<file path="src/fc_types_pkg.sv">
/*
  fc data formats
  widths and vector types for the lanes, the packed words,
  the lane products and the row accumulator
*/
package fc_types_pkg;

  ////////////////////////////////////////////////////////////
  // lane geometry
  ////////////////////////////////////////////////////////////
  localparam int LANES  = 4;              // signed values per word
  localparam int LANE_W = 8;
  localparam int WORD_W = LANES * LANE_W;
  localparam int PROD_W = 2 * LANE_W;     // full 8x8 product
  localparam int ACC_W  = 32;

  // cycles from multiplier input to product
  localparam int MUL_STAGES = 4;

  ////////////////////////////////////////////////////////////
  // vector types
  ////////////////////////////////////////////////////////////

  // one feature or weight value
  typedef logic signed [LANE_W-1:0] lane_t;

  // four lanes, lane 0 in the low byte
  typedef logic [WORD_W-1:0] word_t;

  typedef logic signed [PROD_W-1:0] prod_t;

  // bias plus lane products, wraps on overflow
  typedef logic signed [ACC_W-1:0] acc_t;

endpackage

</file>
<file path="src/fc_link_pkg.sv">
/*
  fc link protocol
  beat tags and the beat struct on the input link, and the
  handshake states shared by both four-phase link ends
*/
package fc_link_pkg;

  ////////////////////////////////////////////////////////////
  // input beats
  ////////////////////////////////////////////////////////////

  // tag carried with every input word
  typedef enum logic [1:0] {
    BEAT_FEAT   = 2'd0,   // feature word for the buffer
    BEAT_BIAS   = 2'd1,   // opens a row
    BEAT_WEIGHT = 2'd2    // one weight word of the open row
  } beat_kind_t;

  typedef struct packed {
    beat_kind_t          kind;
    logic                last;   // closes a feature stream or a row
    fc_types_pkg::word_t data;
  } beat_t;

  ////////////////////////////////////////////////////////////
  // four-phase handshake
  ////////////////////////////////////////////////////////////
  typedef enum logic [1:0] {
    HS_IDLE = 2'd0,   // waiting for work
    HS_BUSY = 2'd1,   // req/ack phase in progress
    HS_DONE = 2'd2    // waiting for the far side to release
  } hs_state_t;

endpackage

</file>
<file path="src/word_rx.sv">
/*
  input link receiver
  runs the four-phase req/ack protocol on the input link,
  registers each tagged word and hands it to the core as a
  single-cycle beat, holding off ack while the core is not ready
*/
`timescale 1ns/1ps

module word_rx import fc_link_pkg::*; (
  input  logic  clk,
  input  logic  rstn,
  input  logic  in_req,
  input  beat_t in_beat,
  output logic  in_ack,
  input  logic  ready,
  output logic  beat_valid,
  output beat_t beat
);

  hs_state_t state;
  logic      take;

  // new word seen and the core can take it
  assign take   = (state == HS_IDLE) && in_req && ready;
  assign in_ack = (state == HS_BUSY);

  always_ff @(posedge clk) begin
    if (!rstn) begin
      state      <= HS_IDLE;
      beat_valid <= 1'b0;
    end else begin
      beat_valid <= take;   // rises with ack, one pulse per word
      case (state)
        HS_IDLE: begin
          if (take) begin
            state <= HS_BUSY;
          end
        end
        HS_BUSY: begin
          // source released req, drop ack
          if (!in_req) begin
            state <= HS_IDLE;
          end
        end
        default: begin
          state <= HS_IDLE;
        end
      endcase
    end
  end

  // beat is stable while req is high
  always_ff @(posedge clk) begin
    if (take) begin
      beat <= in_beat;
    end
  end

endmodule

</file>
<file path="config.mk">
export PLATFORM = sky130hd
export DESIGN_NAME = word_rx
export DESIGN_NICKNAME = d
export VERILOG_FILES = /design/src/fc_types_pkg.sv /design/src/fc_link_pkg.sv /design/src/word_rx.sv
export SDC_FILE = /design/constraint.sdc
export NUM_CORES = 1
export LEC_CHECK = 0
export ABC_AREA = 1
export BUFFER_PORTS_ARGS = -buffer_cell sky130_fd_sc_hd__buf_4
export CELL_PAD_IN_SITES_DETAIL_PLACEMENT = 0
export CELL_PAD_IN_SITES_GLOBAL_PLACEMENT = 1
export CORE_UTILIZATION = 34
export CTS_CLUSTER_SIZE = 24
export DETAILED_ROUTE_END_ITERATION = 10
export PLACE_DENSITY = 0.81
export SYNTH_ARGS = -nofsm -noshare
export SYNTH_HDL_FRONTEND = slang
export SYNTH_SLANG_ARGS = --single-unit
</file>
<file path="constraint.sdc">
create_clock -name clk -period 3.3 [get_ports clk]
set_clock_uncertainty 0.05 [all_clocks]
set_input_delay 0.495 -clock clk [delete_from_list [all_inputs] [get_ports clk]]
set_output_delay 0.495 -clock clk [all_outputs]
set_load 0.005 [all_outputs]
</file>
==> summary.md <==
| Metric | Value |
|---|---|
| Status | complete, no violations |
| Worst-Margin Slew | 0.7301 ns |
| Relative slew slack | 0.5127 |
| Antenna Nets Post-Route | 0 |
| Worst path max stage delay | 0.54 ns |
| Reg clk slew, reported paths | 0.10 ns |
| Routed wire length | 2123 um |
| Hold Path Class | in2reg |
| Top routing layer used | met4 |
| Largest net degree at the start of global routing | 21 |
| Final Util | 0.5819 |
| DR pass1 iterations | 2 |
| Sequential area share after synthesis | 0.9657 |
| Share of total power in the clock network | 0.256 |
| Internal Power | 669.8 uW |
| Highest-count cells in the layout ignoring fill and taps | buf_4, edfxtp_1, clkbuf_4 |
| Fin worst setup slack | 1.560 ns |
| Ant. Diodes | 0 |
| PortBufs | 75 |
| RSZ-0062 raised after global routing | no |
| Avg Cell Area, Syn | 25.11 sq um |
| Leak | 0.7655 nW |
| Pins Over Slew Limit | 0 |
| WL per Instance | 12.27 um |
| Clock Sink Count | 37 |
| DIE HEIGHT | 59.65 um |
| Area Growth Syn to Fin | 59.80% |
| DRC viols | 0 |
| Setup Buffers After CTS | 0 |
| Ys Warns | 0 |
| Worst-skew pair later-pin latency | 0.32 ns |
| Worst path cell trace | inv_1 > nand3_2 > inv_1 > buf_4 |
| CTS tree | built |
| Fmax | 574.8 MHz |
| Global-route usage over all layers | 0.1242 |
| Final hold viol count | 0 |
| Sequential power share | 0.653 |
| Final Setup Violations | 0 |
| First-pass GRT wire length | 2932 um |
| DP Cell Count | 165 |
| Die X | 59.65 um |
| M1 WL | 745 um |
| Initial antenna violation count | 0 |
| Initial Util | 0.3641 |
| Commonest non-fill, non-tap cell in the layout | buf_4 |
| Synthesized instance count | 45 |
| Crit path kind | reg2reg |
| GRT overflow | 0 |
| Top Ports | 76 |
| NumNets Final | 167 |
| Cell Area, Placed | 1755 sq um |
| Routed length on met3 | 267 um |
| Cell mode on critical path | inv_1 |
| Min-delay src | in_beat[30] |
| Cell Area, Synth | 1130 sq um |
| Global placer's final weighted congestion | 0.6176 |
| Syn Nets | 84 |
| # Max-Cap Violations | 0 |
| Root buffer cell | clkbuf_4 |
| Vias in the first global route | 637 |
| Pwr Density | 459.8 nW/um^2 |
| Initial drt markers | 8 |
| Routed via count | 714 |
| Layout cell share with drive strength beyond 1 | 0.6512 |
| Fin cells | 173 |
| FF+latch count, synth | 37 |
| Core Rows | 20 |
| Core area | 3103 sq um |
| Dpl hpwl | 1660 um |
| Period minus WS final | 1.740 ns |
| Post-cts sizing count | 0 |
| Finished Cell Area | 1805 sq um |
| Synth unique cells | 7 |
| DIE AREA | 3558 sq um |
| VDD IR max | 0.2618 mV |
| Switching share of power | 0.1932 |
| Cell taking the most area after synthesis | edfxtp_1 |
| Worst EP arrival | 1.70 ns |
| Worst Setup Start Kind | flop |
| Post-synth top area share | 0.9302 |
| Hold Crit Depth | 1 |
| Clock buffer depth | 2 |
| Setup crit start | state[0]$_SDFFE_PN0P_ |
| Crit path max fanout | 20 |
| Critical R2R Launch | state[0]$_SDFFE_PN0P_ |
| Dpl ws | 1.323 ns |
| Switching power | 160.4 uW |
| Hold buffer count at cts | 0 |
| Met2 wire len | 1088 um |
| CP endpoint kind | flop |
| Combinational power share | 0.092 |
| Top cells by area, synth | edfxtp_1, dfxtp_1, inv_1, nand3_2, nor2_1 |
| Data required, critical path | 3.26 ns |
| Post-Route Setup TNS | 0 ns |
| Final Cycle Share | 0.5272 |
| Number of cell instances on the worst register-to-register path | 4 |
| Vias per Instance | 4.127 |
| H-tree depth | 2 |
| CTS buffer count | 5 |
| Slowest-stage cell, CP | inv_1 |
[area by class of cell]
type	instances	area, sq um
fill	259	1297
inverter	3	11.26
clock buffer	7	45.04
timing repair buffer	76	570.5
multi-input combinational	5	27.53
sequential	37	1091
tap	44	55.05
clock inverter	1	5.005
[synth_stat cells, drive strengths merged]
cell type and instances:
dfxtp 2, edfxtp 35, inv 3, nand2 1, nand3 1, nor2 3
[registers in the layout, indices dropped and copies added (netlist names)]
register    cells
state           1
beat           35
beat_valid      1
[kinds of logic after synthesis]
family | share of synthesized area
DFF | 0.9657
and+or+nand+nor | 0.02437
buffers and inverters | 0.009966
[metrics by stage]
step                total power [mW]  hold WS, ns
floorplan                     0.5642       0.4321
global placement              0.6271       0.4230
detailed placement            0.6304       0.4497
CTS                           0.8445       0.2659
global route                  0.8763       0.2382
finish                        0.8302       0.2891
[power groups by stage]
stage / logic [mW] / clock network (mW) / registers, mW
finish: 0.0761 / 0.212 / 0.542
global route: 0.0821 / 0.251 / 0.544
CTS: 0.0775 / 0.225 / 0.542
detailed placement: 0.0775 / 0 / 0.553
global placement: 0.0751 / 0 / 0.552
floorplan: 0.00883 / 0 / 0.555
[path summary, 6_finish.rpt]
path | endpoint | slack [ns]
setup reg to reg | beat[19]$_DFFE_PP_ | 1.56
hold reg to reg | state[0]$_SDFFE_PN0P_ | 0.47
setup / recovery | beat[19]$_DFFE_PP_ | 1.56
hold / removal | beat[30]$_DFFE_PP_ | 0.29
[worst max-delay path: cells and delay by family, from the launching register on]
family        cells  cell delay, ns
flops             1            0.33
simple gates      1            0.07
buf+inv           3            0.96
[routing by layer]
layer	global-route usage	vias up
li1	-	338
met1	0.1159	327
met2	0.2048	46
met3	0.09170	3
met4	0.04983	0
met5	0	-
Note: power is estimated with default switching activity, not from simulation.
