### src/fc_types_pkg.sv
/*
  fc data formats
  widths and vector types for the lanes, the packed words,
  the lane products and the row accumulator
*/
package fc_types_pkg;

  ////////////////////////////////////////////////////////////
  // lane geometry
  ////////////////////////////////////////////////////////////
  localparam int LANES  = 4;              // signed values per word
  localparam int LANE_W = 8;
  localparam int WORD_W = LANES * LANE_W;
  localparam int PROD_W = 2 * LANE_W;     // full 8x8 product
  localparam int ACC_W  = 32;

  // cycles from multiplier input to product
  localparam int MUL_STAGES = 4;

  ////////////////////////////////////////////////////////////
  // vector types
  ////////////////////////////////////////////////////////////

  // one feature or weight value
  typedef logic signed [LANE_W-1:0] lane_t;

  // four lanes, lane 0 in the low byte
  typedef logic [WORD_W-1:0] word_t;

  typedef logic signed [PROD_W-1:0] prod_t;

  // bias plus lane products, wraps on overflow
  typedef logic signed [ACC_W-1:0] acc_t;

endpackage

### src/fc_link_pkg.sv
/*
  fc link protocol
  beat tags and the beat struct on the input link, and the
  handshake states shared by both four-phase link ends
*/
package fc_link_pkg;

  ////////////////////////////////////////////////////////////
  // input beats
  ////////////////////////////////////////////////////////////

  // tag carried with every input word
  typedef enum logic [1:0] {
    BEAT_FEAT   = 2'd0,   // feature word for the buffer
    BEAT_BIAS   = 2'd1,   // opens a row
    BEAT_WEIGHT = 2'd2    // one weight word of the open row
  } beat_kind_t;

  typedef struct packed {
    beat_kind_t          kind;
    logic                last;   // closes a feature stream or a row
    fc_types_pkg::word_t data;
  } beat_t;

  ////////////////////////////////////////////////////////////
  // four-phase handshake
  ////////////////////////////////////////////////////////////
  typedef enum logic [1:0] {
    HS_IDLE = 2'd0,   // waiting for work
    HS_BUSY = 2'd1,   // req/ack phase in progress
    HS_DONE = 2'd2    // waiting for the far side to release
  } hs_state_t;

endpackage

### src/mul8_pipe.sv
/*
  pipelined signed 8x8 multiplier
  works on magnitudes, forms eight gated partial products, sums
  them in a three-level add tree and restores the sign at the end;
  four register stages, a new operand pair every cycle
*/
`timescale 1ns/1ps

module mul8_pipe import fc_types_pkg::*; (
  input  logic  clk,
  input  lane_t a,
  input  lane_t b,
  output prod_t p
);

  logic [LANE_W-1:0] a_mag;
  logic [LANE_W-1:0] b_mag;
  logic [LANE_W-1:0] pp   [LANE_W];   // gated copies of a_mag
  logic [LANE_W-1:0] pp_q [LANE_W];
  logic [9:0]        s2   [4];
  logic [9:0]        s2_q [4];
  logic [11:0]       s3   [2];
  logic [11:0]       s3_q [2];
  logic [PROD_W-1:0] mag_sum;
  logic [2:0]        sgn_q;           // product sign, one bit per stage

  ////////////////////////////////////////////////////////////
  // stage 1 magnitudes and partial products
  ////////////////////////////////////////////////////////////
  assign a_mag = a[LANE_W-1] ? (~a + 1'b1) : a;   // -128 gives 8'h80
  assign b_mag = b[LANE_W-1] ? (~b + 1'b1) : b;

  always_comb begin
    for (int i = 0; i < LANE_W; i++) begin
      pp[i] = b_mag[i] ? a_mag : '0;
    end
  end

  always_ff @(posedge clk) begin
    pp_q     <= pp;
    sgn_q[0] <= a[LANE_W-1] ^ b[LANE_W-1];
  end

  ////////////////////////////////////////////////////////////
  // stage 2 and 3 add tree
  ////////////////////////////////////////////////////////////
  always_comb begin
    for (int k = 0; k < 4; k++) begin
      s2[k] = {2'b00, pp_q[2*k]} + {1'b0, pp_q[2*k+1], 1'b0};
    end
    for (int m = 0; m < 2; m++) begin
      s3[m] = {2'b00, s2_q[2*m]} + {s2_q[2*m+1], 2'b00};
    end
  end

  always_ff @(posedge clk) begin
    s2_q     <= s2;
    sgn_q[1] <= sgn_q[0];
    s3_q     <= s3;
    sgn_q[2] <= sgn_q[1];
  end

  ////////////////////////////////////////////////////////////
  // stage 4 final sum and sign
  ////////////////////////////////////////////////////////////
  assign mag_sum = {4'b0000, s3_q[0]} + {s3_q[1], 4'b0000};

  always_ff @(posedge clk) begin
    if (sgn_q[2]) begin
      p <= prod_t'(~mag_sum + 1'b1);   // two's complement
    end else begin
      p <= prod_t'(mag_sum);
    end
  end

endmodule

### src/dot_engine.sv
/*
  dot product engine
  stores feature words, opens a row on each bias word, reads the
  matching feature word for every weight word and runs the four
  lanes through the multipliers; products are summed into the row
  accumulator and the result is pulsed out when the row drains
*/
`timescale 1ns/1ps

module dot_engine import fc_types_pkg::*; import fc_link_pkg::*; #(
  parameter  int FEAT_DEPTH = 256,
  localparam int AW         = $clog2(FEAT_DEPTH)
) (
  input  logic          clk,
  input  logic          rstn,
  input  logic          beat_valid,
  input  beat_t         beat,
  output logic          ready,
  output logic          wr_en,
  output logic [AW-1:0] wr_addr,
  output word_t         wr_data,
  output logic [AW-1:0] rd_addr,
  input  word_t         rd_data,
  output logic          res_valid,
  output acc_t          res,
  input  logic          res_busy
);

  // one read cycle, the multiplier, one cycle to the result pulse
  localparam int PIPE = MUL_STAGES + 2;

  logic            is_feat;
  logic            is_bias;
  logic            is_wt;
  logic [AW-1:0]   wr_idx;
  logic [AW-1:0]   rd_idx;
  logic            row_busy;       // last weight taken, result not out yet
  logic [PIPE-1:0] vld_sr;
  logic [PIPE-1:0] last_sr;
  word_t           wt_q;
  prod_t           prod [LANES];
  acc_t            lane_sum;
  acc_t            acc;

  assign is_feat = beat_valid && (beat.kind == BEAT_FEAT);
  assign is_bias = beat_valid && (beat.kind == BEAT_BIAS);
  assign is_wt   = beat_valid && (beat.kind == BEAT_WEIGHT);

  assign ready   = !row_busy && !res_busy;
  assign wr_en   = is_feat;
  assign wr_addr = wr_idx;
  assign wr_data = beat.data;
  assign rd_addr = rd_idx;
  assign res     = acc;   // held while ready is low

  ////////////////////////////////////////////////////////////
  // control
  ////////////////////////////////////////////////////////////
  always_ff @(posedge clk) begin
    if (!rstn) begin
      wr_idx    <= '0;
      rd_idx    <= '0;
      row_busy  <= 1'b0;
      vld_sr    <= '0;
      last_sr   <= '0;
      res_valid <= 1'b0;
    end else begin
      if (is_feat) begin
        wr_idx <= beat.last ? '0 : wr_idx + 1'b1;   // next stream restarts at 0
      end
      if (is_bias) begin
        rd_idx <= '0;
      end else if (is_wt) begin
        rd_idx <= rd_idx + 1'b1;
      end
      if (is_wt && beat.last) begin
        row_busy <= 1'b1;
      end else if (res_valid) begin
        row_busy <= 1'b0;   // result_tx raises res_busy on this edge
      end
      vld_sr    <= {vld_sr[PIPE-2:0], is_wt};
      last_sr   <= {last_sr[PIPE-2:0], beat.last};
      res_valid <= vld_sr[PIPE-1] && last_sr[PIPE-1];
    end
  end

  ////////////////////////////////////////////////////////////
  // datapath
  ////////////////////////////////////////////////////////////

  // weight lines up with the buffer read data
  always_ff @(posedge clk) begin
    wt_q <= beat.data;
  end

  for (genvar j = 0; j < LANES; j++) begin : g_lane
    mul8_pipe u_mul (
      .clk (clk),
      .a   (lane_t'(rd_data[j*LANE_W +: LANE_W])),
      .b   (lane_t'(wt_q[j*LANE_W +: LANE_W])),
      .p   (prod[j])
    );
  end

  always_comb begin
    lane_sum = '0;
    for (int j = 0; j < LANES; j++) begin
      lane_sum = lane_sum + acc_t'(prod[j]);   // sign extended
    end
  end

  // bias opens the row, products follow
  always_ff @(posedge clk) begin
    if (is_bias) begin
      acc <= acc_t'(beat.data);
    end else if (vld_sr[MUL_STAGES]) begin
      acc <= acc + lane_sum;
    end
  end

endmodule

### config.mk
export PLATFORM = sky130hd
export DESIGN_NAME = dot_engine
export DESIGN_NICKNAME = d
export VERILOG_FILES = /design/src/fc_types_pkg.sv /design/src/fc_link_pkg.sv /design/src/mul8_pipe.sv /design/src/dot_engine.sv
export SDC_FILE = /design/constraint.sdc
export NUM_CORES = 1
export LEC_CHECK = 0
export ABC_AREA = 1
export BUFFER_PORTS_ARGS = -buffer_cell sky130_fd_sc_hd__buf_4
export CAP_MARGIN = 20
export CORE_MARGIN = 2
export CORE_UTILIZATION = 47
export CTS_BUF_LIST = sky130_fd_sc_hd__clkbuf_4 sky130_fd_sc_hd__clkbuf_8 sky130_fd_sc_hd__clkbuf_16
export DETAILED_ROUTE_END_ITERATION = 7
export PLACE_DENSITY = 0.7
export SLEW_MARGIN = 20
export SYNTH_ARGS = -nofsm -noshare
export SYNTH_HDL_FRONTEND = slang
export SYNTH_SLANG_ARGS = --single-unit
### constraint.sdc
create_clock -name clk -period 5.8 [get_ports clk]
set_input_delay 0.58 -clock clk [delete_from_list [all_inputs] [get_ports clk]]
set_output_delay 0.58 -clock clk [all_outputs]
set_load 0.02 [all_outputs]
==> results.toml <==
[status]
status = "completed"

[hold_path]
holdCritStartpoint = "beat[24]"
holdPathEnd = "wt_q[24]$_DFF_P_"
hold_path_depth = 1
hp-class = "input pin to register"

[synthesis]
avgSynthCellArea_sq_um = 8.312
synthFlopType = "dfxtp_1"
netlist_area_sq_um = 32860
yosysSeqAreaShare_pct = 42.53
synth_edf_count = 32
netlist_top_cells_count = "817 x nand2_1, 758 x inv_1, 650 x dfxtp_1"
synth-simple-area-share_pct = 19.06
synth-seq-cells = 682
ys_types = 43
synthTopCellsByArea = "dfxtp_1 40%, ha_1 9.7%, nand2_1 9.3%"
synth.net_count = 4398
synth_top_family_by_area = "simple AND/OR/NAND/NOR gates"
yosysMostFrequentCell = "nand2_1"
yosys_warnings = 0
synth_mux_area_share_pct = 0
synthAdderAreaFrac_pct = 16.98
yosysTopAreaCell = "dfxtp_1"
synth_xor_area_share_pct = 5.651
synth_compound_area_share_pct = 6.028
async_reset_ff_share_pct = 0
netlist.area_leader.share_pct = 39.60
syn_inst = 3953

[clock_tree]
cts_made_buffers = 75
clk_path_buf_depth = 3
cts_tree = "done"
clk_latency_ns = 0.62
hold_buffers = 0
htreeDepth = 3
ctsResizeCount = 0
post_cts_buffers = 0
cts_sinks = 682
clkTransAtPathRegs_ns = 0.06
root_buffer = "clkbuf_16"

[routing]
totalWireLength_um = 70650
vias = 24150
antenna_left = 0
drc = 0
avgRoutedWirePerCell_um = 13.78
avgViaCountPerCell = 4.709
drt_iter0_drc = 1190
dr.pass1.iters = 5

[timing]
fin_skew_ns = 0.02025
max_freq_mhz = 223.0
rsz0062_at_grt = "no"
slew_headroom_pct = 29.61
setup_violations = 0
worstMarginPinSlew_ns = 1.052
fin_crit_sh_pct = 77.32
min_period_ns = 4.484
hold_viol = 0
fin_tns_setup_ns = 0
slew_viol_final = 0

[floorplanning]
coreArea_sq_um = 68950
die_area_sq_um = 72040
die_height_um = 268.4
rows = 96
die_width_um = 268.4
top_level_ports = 154
start_util_pct = 47.66

[placement]
hpwl_um = 55710
gp_congestion = 0.8895
io_buffers = 153

[setup_path]
arrival_ns = 4.85
startpoint_type = "register"
endpoint_kind = "register"
r2r_setup_slack_ns = 1.32
crit_path_cell_trace = "inv_1 -> fa_1 -> inv_1 -> fa_1 -> inv_1 -> fa_1 -> inv_1 -> ha_1 -> a21oi_1 -> o21ai_0 -> a21oi_1 -> nor2_1 -> nor2_1 -> nand3_1 -> nand3_1 -> nand2_1"
cpPeakStageDelay_ns = 0.67
cp_top_family = "adder cells"
path_max_fanout = 14
required_ns = 6.17
slowest_stage = "fa_1"
critical_path_class = "register to register"
crit_path_frequent_cell = "inv_1"
r2r-start = "g_lane[0].u_mul.p[15]$_DFF_P_"
crit_buf_inv = 4
reg2reg_to = "res[30]$_DFFE_PP_"
rr_worst_depth = 16

[global_routing]
track_usage_pct = 20.01
grt_max_degree = 34
grt_pass1_vias = 23600
antenna_found_initial = 2
grt_first_pass_wirelength_um = 114500
overflow = 0

[finish]
nNetsFinal = 4583
fillers = 6255
drive_above_1_share_pct = 9.006
diodes = 0
area_growth_syn_to_layout_pct = 14.20

[job]
maxCapViolations = 0
[worst max path at each step]
stage | startpoint | end | slack [ns] | cells past startpoint
detailed placement | g_lane[0].u_mul.p[15]$_DFF_P_ | res[30]$_DFFE_PP_ | 1.25 | 16
global placement | g_lane[0].u_mul.p[15]$_DFF_P_ | res[30]$_DFFE_PP_ | 1.33 | 16
CTS | g_lane[0].u_mul.p[15]$_DFF_P_ | res[30]$_DFFE_PP_ | 1.27 | 16
global route | g_lane[0].u_mul.p[15]$_DFF_P_ | res[29]$_DFFE_PP_ | 0.90 | 17
finish | g_lane[0].u_mul.p[15]$_DFF_P_ | res[30]$_DFFE_PP_ | 1.32 | 16
floorplan | g_lane[0].u_mul.p[15]$_DFF_P_ | res[20]$_DFFE_PP_ | 1.80 | 16
[area by class of cell]
class,count,area [sq um],share of cell area (%)
Tap cell,931,1165,3.104
Timing Repair Buffer,155,1164,3.101
Sequential cell,682,13970,37.24
Clock buffer,101,2235,5.956
Inverter,770,2890,7.703
Clock inverter,35,407.9,1.087
Multi-Input combinational cell,2454,15690,41.81
[registers in the layout (all words and copies together), names as in the netlist, 12 cells and up]
signal / cells
g_lane.u_mul.pp_q: 256
g_lane.u_mul.s2_q: 160
res: 32
g_lane.u_mul.s3_q: 96
g_lane.u_mul.p: 64
wt_q: 32
g_lane.u_mul.sgn_q: 12
[logic make-up after synthesis]
family,Yosys count
xor+xnor,212
fa+ha+maj,374
buf+inv,817
flops,682
simple gates,1498
compound gates,370
[routing by layer]
layer | track usage, % | wire length, um
met1 | 24.62 | 31260
met2 | 34.79 | 33650
met3 | 3.684 | 3171
met4 | 7.583 | 2567
met5 | 0 | 0
[stage by stage]
stage	util (%)	hold WS [ns]	std cells	cell area [sq um]	setup slack, ns
floorplan	-	0.3096	3953	32860	1.803
global placement	50.59	0.3102	4992	34880	1.329
detailed placement	50.59	0.3121	4992	34880	1.248
CTS	54.42	0.05830	5128	37520	1.269
global route	54.42	0.05614	5128	37520	0.8994
finish	54.42	0.08786	5128	37520	1.316
[layout by cell type (no fill, tap or decap), types with 120 or more instances in the layout]
cell type and count:
a21oi_1 196, ha_1 254, nand3_1 145, buf_4 155
xor2_1 155, inv_1 757, nor2_1 353, dfxtp_1 650
fa_1 120, nand2_1 817
Power is not shown: default switching activity piles up to over one toggle a cycle in this logic, so the estimate is an artifact.
