`src/fc_types_pkg.sv`:
```
/*
  fc data formats
  widths and vector types for the lanes, the packed words,
  the lane products and the row accumulator
*/
package fc_types_pkg;

  ////////////////////////////////////////////////////////////
  // lane geometry
  ////////////////////////////////////////////////////////////
  localparam int LANES  = 4;              // signed values per word
  localparam int LANE_W = 8;
  localparam int WORD_W = LANES * LANE_W;
  localparam int PROD_W = 2 * LANE_W;     // full 8x8 product
  localparam int ACC_W  = 32;

  // cycles from multiplier input to product
  localparam int MUL_STAGES = 4;

  ////////////////////////////////////////////////////////////
  // vector types
  ////////////////////////////////////////////////////////////

  // one feature or weight value
  typedef logic signed [LANE_W-1:0] lane_t;

  // four lanes, lane 0 in the low byte
  typedef logic [WORD_W-1:0] word_t;

  typedef logic signed [PROD_W-1:0] prod_t;

  // bias plus lane products, wraps on overflow
  typedef logic signed [ACC_W-1:0] acc_t;

endpackage

```
`src/fc_link_pkg.sv`:
```
/*
  fc link protocol
  beat tags and the beat struct on the input link, and the
  handshake states shared by both four-phase link ends
*/
package fc_link_pkg;

  ////////////////////////////////////////////////////////////
  // input beats
  ////////////////////////////////////////////////////////////

  // tag carried with every input word
  typedef enum logic [1:0] {
    BEAT_FEAT   = 2'd0,   // feature word for the buffer
    BEAT_BIAS   = 2'd1,   // opens a row
    BEAT_WEIGHT = 2'd2    // one weight word of the open row
  } beat_kind_t;

  typedef struct packed {
    beat_kind_t          kind;
    logic                last;   // closes a feature stream or a row
    fc_types_pkg::word_t data;
  } beat_t;

  ////////////////////////////////////////////////////////////
  // four-phase handshake
  ////////////////////////////////////////////////////////////
  typedef enum logic [1:0] {
    HS_IDLE = 2'd0,   // waiting for work
    HS_BUSY = 2'd1,   // req/ack phase in progress
    HS_DONE = 2'd2    // waiting for the far side to release
  } hs_state_t;

endpackage

```
`src/result_tx.sv`:
```
/*
  result sender
  holds one row result and presents it on the output
  four-phase req/ack link; busy until ack has fallen
*/
`timescale 1ns/1ps

module result_tx import fc_types_pkg::*; import fc_link_pkg::*; (
  input  logic clk,
  input  logic rstn,
  input  logic res_valid,
  input  acc_t res,
  output logic res_busy,
  output logic out_req,
  output acc_t out_result,
  input  logic out_ack
);

  hs_state_t state;

  assign out_req  = (state == HS_BUSY);
  assign res_busy = (state != HS_IDLE);

  always_ff @(posedge clk) begin
    if (!rstn) begin
      state <= HS_IDLE;
    end else begin
      case (state)
        HS_IDLE: if (res_valid) state <= HS_BUSY;
        HS_BUSY: if (out_ack) state <= HS_DONE;   // drop req
        HS_DONE: if (!out_ack) state <= HS_IDLE;  // link free again
        default: state <= HS_IDLE;
      endcase
    end
  end

  // stable for the whole req phase
  always_ff @(posedge clk) begin
    if (state == HS_IDLE && res_valid) begin
      out_result <= res;
    end
  end

endmodule

```
`config.mk`:
```
export PLATFORM = sky130hd
export DESIGN_NAME = result_tx
export DESIGN_NICKNAME = d
export VERILOG_FILES = /design/src/fc_types_pkg.sv /design/src/fc_link_pkg.sv /design/src/result_tx.sv
export SDC_FILE = /design/constraint.sdc
export NUM_CORES = 1
export LEC_CHECK = 0
export BUFFER_PORTS_ARGS = -buffer_cell sky130_fd_sc_hd__clkbuf_2
export CELL_PAD_IN_SITES_DETAIL_PLACEMENT = 1
export CELL_PAD_IN_SITES_GLOBAL_PLACEMENT = 1
export CORE_MARGIN = 5
export CORE_UTILIZATION = 31
export DETAILED_ROUTE_END_ITERATION = 10
export GPL_TIMING_DRIVEN = 0
export HOLD_SLACK_MARGIN = 0.15
export PLACE_DENSITY = 0.73
export SETUP_SLACK_MARGIN = 0.15
export SYNTH_ARGS = -nofsm -noshare
export SYNTH_HDL_FRONTEND = slang
export SYNTH_SLANG_ARGS = --single-unit
```
`constraint.sdc`:
```
create_clock -name clk -period 3.05 [get_ports clk]
set_clock_uncertainty 0.2 [all_clocks]
set_input_delay 0.7625 -clock clk [delete_from_list [all_inputs] [get_ports clk]]
set_output_delay 0.7625 -clock clk [all_outputs]
set_load 0.02 [all_outputs]
```
==> reports/results.txt, run 1 <==
commonest cells in the netlist: 32 x edfxtp_1, 3 x nand2b_1, 2 x dfxtp_1
leakage: 0.686 nW
dpl cell area: 1480 sq um
hold buffer count at cts: 0
Crit Path Class: flop to primary output
Worst-path clk slew: 0.09 ns
Clock Latency Late Sink: 0.31 ns
Period minus WS final: 2.06 ns
CP Data Arrival Time: 1.09 ns
R2R Path End: out_result[12]
setup violators final: 0
DRC: 0
TritonCTS Buffers: 5
WL final: 2220 um
YS warnings: 0
Starting DRT DRC Count: 35
WP data required: 2.09 ns
Worst Hold Class: flop to flop
Final Hold Fails: 0
status: finished, final reports clean
Root Buffer: clkbuf_4
Die ar.: 4700 sq um
Synth top area share: 90.5%
Starting Density: 31.8%
top_reg_cell synth: edfxtp_1
period utilisation layout: 67.4%
largest net degree at the start of global routing: 18
H-tree depth: 2
layout cells sized above 1: 63.9%
CTS sink cnt: 34
syn_area_per_cell: 24.1 sq um
WHS Path Cells: 2
vias per inst: 4.07
Placement Rows: 21
kind of start point of the critical path: flop
Final Max Tran Viols: 0
RSZ-0062 raised after global routing: false
hold_sp: state[0]
FF-to-FF path depth: 3
port bufs: 69
overall power: 0.000896 W
Mapped Nets: 80
routability cong.: 0.674
nets: 157
Post-Route Utilization: 45.9%
Die Ht: 68.5 um
Synth cell types: 10
Max VDD drop: 0.000297 V
worst hold slack: 0.323 ns
fillers: 376
cell area after layout: 1530 sq um
CTS Buffer Depth: 2
CP endpoint kind: primary output
Avg WL per Cell: 13.2 um
sequential area share after synthesis: 94.2%
EDFF count, synth: 32
core area: 3340 sq um
Seq cells post-synth: 34
worst r2r src: state[1]
vias in the first global route: 712
PostCTS Resize Cnt: 0
area leader, netlist: edfxtp_1
Vias: 683
Area growth syn-to-layout: 44.3%
Top Ports: 70
CTS tree: done
setup repair bufs after CTS: 0
die width: 68.5 um
Post-Syn Area: 1060 sq um
Post-synth ARST share: 0%
relative slew slack: 47.5%
first-pass GRT wire length: 3350 um
pwr dens: 585 nW/um^2
Max Cap Viol: 0
initial antenna violation count: 0
first-pass iteration count of the detailed router: 4
Crit Path Max Fanout: 4
most numerous cell in the Yosys netlist: edfxtp_1
WHS Endpoint: state[0]
R2R Setup Slk: 1.08 ns
worst slew pin tran: 0.787 ns
grt total ovfl: 0
antenna viol nets, final: 0
Post-Synthesis Cells: 44
diode count: 0
DP HPWL: 1840 um
setup tns final: 0 ns
gr usage total: 10.6%
top cells by area, synth: edfxtp_1 90%, dfxtp_1 3.8%, nand2b_1 1.8%
Worst setup startpoint: state[1]
Fmax: 486 MHz
-- routing by layer --
metal	track usage [%]	part of all wire, %
met5	0	0
met2	17.9	52
met3	8.10	16
met1	9.37	32
met4	4.47	0.58
-- metrics by stage --
step	std cells	setup slack, ns
global placement	159	-0.203
global route	168	0.917
finish	168	0.993
CTS	168	0.966
detailed placement	160	0.709
floorplan	44	0.280
-- registers in the layout (all words and copies together) (netlist names) --
| signal | count |
|---|---|
| state | 2 |
| out_result | 32 |
-- where the power goes --
| part | leakage [nW] | internal [W] | total, W | switching (W) |
|---|---|---|---|---|
| logic | 0.334 | 0.0000424 | 0.000116 | 0.0000734 |
| clock network | 0.0297 | 0.0000865 | 0.000222 | 0.000136 |
| registers | 0.323 | 0.000549 | 0.000558 | 0.00000919 |
-- kinds of logic after synthesis --
group / Yosys count / synth area share, %
buffers and inverters: 1 / 0.353
AO/OA/AOI/OAI: 1 / 0.471
XOR/XNOR: 1 / 0.825
AND/OR/NAND/NOR: 7 / 4.12
flip-flops: 34 / 94.2
-- worst max-delay path, cell delays in order (launching register included) --
cell and delay (ns):
dfxtp_1 0.35, or2_1 0.27, clkbuf_2 0.17
-- worst max-delay path by stage --
stage / end / slack (ns) / cells after the start
4_1_cts: res_busy / 0.97 / 2
2_1_floorplan: out_result[0] / 0.28 / 2
3_5_place_dp: out_result[17] / 0.71 / 4
3_3_place_gp: out_result[9] / -0.20 / 3
5_1_grt: res_busy / 0.92 / 2
6_report: res_busy / 0.99 / 2
-- area by class of cell --
class / instances / area (sq um) / share of cell area [%]
Clock buffer: 6 / 41.3 / 2.69
Clock inverter: 2 / 8.76 / 0.571
Inverter: 1 / 3.75 / 0.245
Multi-Input combinational cell: 9 / 60.1 / 3.92
Sequential cell: 34 / 1000 / 65.3
Tap cell: 46 / 57.6 / 3.76
Timing Repair Buffer: 70 / 360 / 23.5
-- placed cells by master, fill, tap and decap left out --
cell type	instances
buf_8	1
clkinv_2	1
inv_1	1
and3_1	1
clkinv_1	1
edfxtp_1	32
clkbuf_2	69
or2_1	1
a21oi_1	1
nor2_2	1
clkbuf_4	5
dfxtp_1	2
xor2_1	1
clkbuf_1	1
nand2b_1	3
and2b_2	1
Power figures use the tool's default switching activity.
==> run 2: changes to the inputs <==
--- a/config.mk
+++ b/config.mk
@@ -5,6 +5,7 @@
 export SDC_FILE = /design/constraint.sdc
 export NUM_CORES = 1
 export LEC_CHECK = 0
+export ABC_AREA = 1
 export BUFFER_PORTS_ARGS = -buffer_cell sky130_fd_sc_hd__clkbuf_2
 export CELL_PAD_IN_SITES_DETAIL_PLACEMENT = 1
 export CELL_PAD_IN_SITES_GLOBAL_PLACEMENT = 1
==> constraint.sdc (replaced) <==
create_clock -name clk -period 2 [get_ports clk]
set_clock_uncertainty 0.2 [all_clocks]
set_input_delay 0.5 -clock clk [delete_from_list [all_inputs] [get_ports clk]]
set_output_delay 0.5 -clock clk [all_outputs]
set_load 0.02 [all_outputs]
==> reports/results.txt, run 2 <==
status: finished, final reports clean (unchanged)
Placement Rows: 21 (unchanged)
Avg WL per Cell: 13.3 um (was 13.2 um)
Seq cells post-synth: 34 (unchanged)
YS warnings: 0 (unchanged)
Largest Register: out_result (unchanged)
RSZ-0062 raised after global routing: false (unchanged)
WL final: 2700 um (was 2220 um)
layout cells sized above 1: 49.7% (was 63.9%)
grt total ovfl: 0 (unchanged)
H-tree depth: 2 (unchanged)
Mapped Nets: 84 (was 80)
period utilisation layout: 88.6%
Final Hold Fails: 0 (unchanged)
Synth cell types: 8 (was 10)
Die Ht: 68.6 um (was 68.5 um)
Clock Latency Late Sink: 0.33 ns (was 0.31 ns)
antenna viol nets, final: 0 (unchanged)
gr usage total: 12.7% (was 10.6%)
worst setup margin: 0.228 ns (was 0.993 ns)
Worst-path clk slew: 0.10 ns (was 0.09 ns)
Fmax: 564 MHz
Post-synth ARST share: 0% (unchanged)
Max VDD drop: 0.000462 V (was 0.000297 V)
dpl ws: -0.198 ns (was 0.709 ns)
core area: 3340 sq um (unchanged)
commonest cells in the netlist: 32 x edfxtp_1, 5 x inv_1, 4 x nand2_1 (was 32 x edfxtp_1, 3 x nand2b_1, 2 x dfxtp_1)
sw frac: 24.3% (was 24.4%)
Period minus WS final: 1.77 ns
Area growth syn-to-layout: 73.2% (was 44.3%)
Top Ports: 70 (unchanged)
vias in the first global route: 878 (was 712)
Clock power frac: 23.7% (was 24.8%)
largest net degree at the start of global routing: 17 (was 18)
Starting Density: 31.9% (was 31.8%)
max reg flops: 32 (unchanged)
CP endpoint kind: primary output (unchanged)
DRC: 0 (unchanged)
Root Buffer: clkbuf_4 (unchanged)
pwr dens: 764 nW/um^2 (was 585 nW/um^2)
area leader, netlist: edfxtp_1 (unchanged)
most numerous cell in the Yosys netlist: edfxtp_1 (unchanged)
Vias: 813 (was 683)
routability cong.: 0.615 (was 0.674)
first-pass GRT wire length: 4070 um (was 3350 um)
Final Max Tran Viols: 0 (unchanged)
Layout Cells excl Fill: 203 (was 168)
worst slew pin tran: 0.336 ns (was 0.787 ns)
TritonCTS Buffers: 5 (unchanged)
cell area after layout: 1840 sq um (was 1530 sq um)
first-pass iteration count of the detailed router: 4 (unchanged)
kind of start point of the critical path: flop (unchanged)
Die ar.: 4710 sq um (was 4700 sq um)
fillers: 357 (was 376)
Post-Syn Area: 1060 sq um (about the same)
EDFF count, synth: 32 (unchanged)
Cells after DPL: 163 (was 160)
CTS sink cnt: 34 (unchanged)
setup repair bufs after CTS: 0 (unchanged)
CP Data Arrival Time: 1.07 ns (was 1.09 ns)
Starting DRT DRC Count: 46 (was 35)
syn_area_per_cell: 22.2 sq um (was 24.1 sq um)
CTS tree: done (unchanged)
diode count: 0 (unchanged)
vias per inst: 4.00 (was 4.07)
leakage: 0.803 nW (was 0.686 nW)
Reg area: 1000 sq um (unchanged)
relative slew slack: 77.5% (was 47.5%)
die width: 68.6 um (was 68.5 um)
Comb pwr share: 16.0% (was 12.9%)
top_reg_cell synth: edfxtp_1 (unchanged)
setup tns final: 0 ns (unchanged)
internal power: 0.00107 W (was 0.000678 W)
Max Cap Viol: 0 (unchanged)
P_sw: 0.000342 W (was 0.000219 W)
sequential area share after synthesis: 94.0% (was 94.2%)
top cells by area, synth: edfxtp_1 90%, dfxtp_1 3.8%, inv_1 1.8% (was edfxtp_1 90%, dfxtp_1 3.8%, nand2b_1 1.8%)
WP data required: 1.30 ns (was 2.09 ns)
WHS Path Cells: 3 (was 2)
initial antenna violation count: 0 (unchanged)
commonest non-fill, non-tap cell in the layout: clkbuf_2 (unchanged)
Crit Path Class: flop to primary output (unchanged)
commonest cells after routing, fill and taps aside: 69 x clkbuf_2, 32 x dlygate4sd3_1, 32 x edfxtp_1, 5 x clkbuf_4 (was 69 x clkbuf_2, 32 x edfxtp_1, 5 x clkbuf_4, 3 x nand2b_1, 2 x dfxtp_1)
port bufs: 69 (unchanged)
Worst Hold Class: input pin to flop (was flop to flop)
DP HPWL: 1790 um (was 1840 um)
largest registers: out_result (32), state (2) (unchanged)
Synth top area share: 90.2% (was 90.5%)
area taken by multi-input logic gates: 45.0 sq um (was 60.1 sq um)
CTS Buffer Depth: 2 (unchanged)
sequential power share: 60.3% (was 62.3%)
Post-Synthesis Cells: 48 (was 44)
dpl cell area: 1470 sq um (was 1480 sq um)
setup violators final: 0 (unchanged)
FF-to-FF path depth: 3 (unchanged)
Crit Path Max Fanout: 4 (unchanged)
nets: 193 (was 157)
==> run 2: layer usage <==
| layer | global-route usage [%] | vias to the layer above | wire length [um] |
|---|---|---|---|
| met3 | 5.51 | 8 | 246 |
| met5 | 0 | - | 0 |
| li1 | - | 393 | - |
| met1 | 11.7 | 371 | 879 |
| met4 | 5.96 | 0 | 61 |
| met2 | 23.5 | 41 | 1510 |
==> run 2: kinds of logic after synthesis <==
| kind of cell | share of synthesized area (%) |
|---|---|
| compound gates | 0.823 |
| buf+inv | 1.76 |
| flops | 94.0 |
| simple gates | 3.41 |
==> run 2: final timing paths <==
check | start | to | slack, ns
setup / recovery | state[0] | out_req | 0.23
hold / removal | rstn | state[0] | 0.18
setup reg to reg | state[0] | out_result[29] | 0.38
hold reg to reg | state[0] | state[0] | 0.36
==> run 2: timing repair <==
item                       in CTS  in global routing
gates resized for setup         2                  0
setup endpoints to repair      32                  0
hold endpoints to repair       32                  0
hold buffers                   32                  0
==> run 2: area by class of cell <==
type / count / share of cell area [%]
sequential: 34 / 54.3
timing repair inverter: 1 / 0.407
multi-input combinational: 9 / 2.44
tap: 46 / 3.12
timing repair buffer: 101 / 36.1
clock buffer: 7 / 2.44
inverter: 5 / 1.22
==> run 2: power by group through the flow <==
stage | registers (W) | clock network [W] | logic [W]
global placement | 0.000865 | 0 | 0.000168
floorplan | 0.000924 | 0 | 0.0000304
CTS | 0.000850 | 0.000353 | 0.000228
detailed placement | 0.000868 | 0 | 0.000175
finish | 0.000849 | 0.000334 | 0.000226
global route | 0.000854 | 0.000385 | 0.000243
==> run 2: per-stage QoR <==
step                      utilization [%]  total power (W)  hold WS [ns]
after floorplan                         -         0.000954         0.302
after global placement               44.0          0.00103         0.315
after detailed placement             44.0          0.00104         0.349
after CTS                            55.3          0.00143         0.173
after global routing                 55.3          0.00148         0.183
final                                55.3          0.00141         0.181
==> run 2: worst max-delay path, cell delays in order (launching register included) <==
cell and delay, ns:
dfxtp_1 0.41, inv_1 0.06, nor2_1 0.10, clkbuf_2 0.18
==> run 3: changes to the inputs <==
--- a/config.mk
+++ b/config.mk
@@ -9,7 +9,6 @@
 export BUFFER_PORTS_ARGS = -buffer_cell sky130_fd_sc_hd__clkbuf_2
 export CELL_PAD_IN_SITES_DETAIL_PLACEMENT = 1
 export CELL_PAD_IN_SITES_GLOBAL_PLACEMENT = 1
-export CORE_MARGIN = 5
 export CORE_UTILIZATION = 31
 export DETAILED_ROUTE_END_ITERATION = 10
 export GPL_TIMING_DRIVEN = 0
==> reports/results.txt, run 3 (synthesized netlist as in run 2, its figures left out) <==
worst slew pin tran: 0.357 ns (was 0.336 ns)
CTS Buffer Depth: 2 (unchanged)
core area: 3150 sq um (was 3340 sq um)
Starting DRT DRC Count: 36 (was 46)
Final Hold Fails: 0 (unchanged)
Worst path max stage delay: 0.35 ns (was 0.41 ns)
Max Cap Viol: 0 (unchanged)
die width: 60.6 um (was 68.6 um)
Fmax: 575 MHz (was 564 MHz)
CTS sink cnt: 34 (unchanged)
Avg WL per Cell: 17.5 um (was 13.3 um)
DRC: 0 (unchanged)
Clock Latency Late Sink: 0.30 ns (was 0.33 ns)
RSZ-0062 raised after global routing: false (unchanged)
TritonCTS Buffers: 5 (unchanged)
first-pass iteration count of the detailed router: 4 (unchanged)
Period minus WS final: 1.74 ns (was 1.77 ns)
vias in the first global route: 738 (was 878)
Crit Path Class: flop to primary output (unchanged)
R2R Setup Slk: 0.34 ns (was 0.38 ns)
gr usage total: 14.7% (was 12.7%)
Root Buffer: clkbuf_4 (unchanged)
vias per inst: 4.31 (was 4.00)
status: finished, final reports clean (unchanged)
diode count: 0 (unchanged)
H-tree depth: 2 (unchanged)
nets: 179 (was 193)
CP max stage cell: dfxtp_1 (unchanged)
Die Ht: 60.6 um (was 68.6 um)
cell area after layout: 1700 sq um (was 1840 sq um)
crit-path cells: nor2_2, inv_1, clkbuf_2 (was inv_1, nor2_1, clkbuf_2)
kind of start point of the critical path: flop (unchanged)
dpl cell area: 1470 sq um (about the same)
commonest non-fill, non-tap cell in the layout: clkbuf_2 (unchanged)
setup repair bufs after CTS: 0 (unchanged)
first-pass GRT wire length: 3590 um (was 4070 um)
DP HPWL: 1910 um (was 1790 um)
Placement Rows: 20 (was 21)
initial antenna violation count: 0 (unchanged)
largest net degree at the start of global routing: 33 (was 17)
relative slew slack: 76.1% (was 77.5%)
antenna viol nets, final: 0 (unchanged)
Die ar.: 3670 sq um (was 4710 sq um)
max reg flops: 32 (unchanged)
port bufs: 69 (unchanged)
Area growth syn-to-layout: 59.5% (was 73.2%)
CTS tree: done (unchanged)
commonest cells after routing, fill and taps aside: 69 x clkbuf_2, 32 x edfxtp_1, 18 x dlygate4sd3_1, 5 x clkbuf_4 (was 69 x clkbuf_2, 32 x dlygate4sd3_1, 32 x edfxtp_1, 5 x clkbuf_4)
Max VDD drop: 0.000357 V (was 0.000462 V)
CP Data Arrival Time: 1.04 ns (was 1.07 ns)
pwr dens: 816 nW/um^2 (was 764 nW/um^2)
cell family with most CP delay: flip-flops (unchanged)
Worst-path clk slew: 0.10 ns (about the same)
period utilisation layout: 87.0% (was 88.6%)
Largest Register: out_result (unchanged)
grt total ovfl: 0 (unchanged)
WP data required: 1.30 ns (about the same)
setup violators final: 0 (unchanged)
leakage: 0.744 nW (was 0.803 nW)
Top Ports: 70 (unchanged)
layout cells sized above 1: 54.9% (was 49.7%)
Post-Route Utilization: 53.8% (was 55.3%)
WL final: 3260 um (was 2700 um)
routability cong.: 0.593 (was 0.615)
Crit Path Max Fanout: 4 (unchanged)
largest registers: out_result (32), state (2) (unchanged)
Vias: 802 (was 813)
Worst Hold Class: input pin to flop (unchanged)
Final Max Tran Viols: 0 (unchanged)
CP endpoint kind: primary output (unchanged)
Starting Density: 33.8% (was 31.9%)
CP Buf/Inv Count: 2 (unchanged)
[run 3: worst paths after layout]
| check | start | endpoint | depth (start not counted) |
|---|---|---|---|
| worst max-delay path | state[1] | res_busy | 3 |
| worst min-delay path | res[18] | out_result[18] | 1 |
| worst max register to register | state[1] | out_result[28] | 3 |
| worst min register to register | state[0] | state[0] | 2 |
[run 3: area by class of cell]
class	instances	area, sq um
clock inverters	1	3.75
multi-input cells	9	45.0
flip-flops and latches	34	1000
repair buffers	87	526
repair inverters	1	7.51
fillers	348	1460
clock buffers	5	37.5
well taps	44	55.1
inverters	5	22.5
[run 3: power breakdown]
group | internal, W | switching [W] | leakage (nW)
clock | 0.000120 | 0.000202 | 0.0246
combinational | 0.0000814 | 0.000130 | 0.396
sequential | 0.000836 | 0.0000160 | 0.323
[run 3: per-stage QoR]
stage	TNS [ns]	total power (W)	hold slack (ns)	instances	worst slack, ns
finish	0	0.00139	0.158	186	0.260
global route	0	0.00144	0.146	186	0.172
CTS	0	0.00137	0.150	180	0.161
detailed placement	-4.29	0.00104	0.351	161	-0.135
global placement	-3.01	0.00104	0.315	161	-0.0947
floorplan	0	0.000954	0.302	48	0.202
[run 3: timing repair]
action                                 CTS  global route
endpoints found under the hold margin   13             5
hold buffers                            13             5
resized for setup                        1             1
cloned                                   0             1
setup endpoints to repair               32            32
[run 3: metal layers]
layer / global-route usage [%] / vias up / part of all wire, %
li1: - / 363 / -
met3: 7.25 / 2 / 12
met4: 5.84 / 0 / 1.0
met2: 26.2 / 51 / 51
met5: 0 / - / 0
met1: 14.5 / 386 / 36
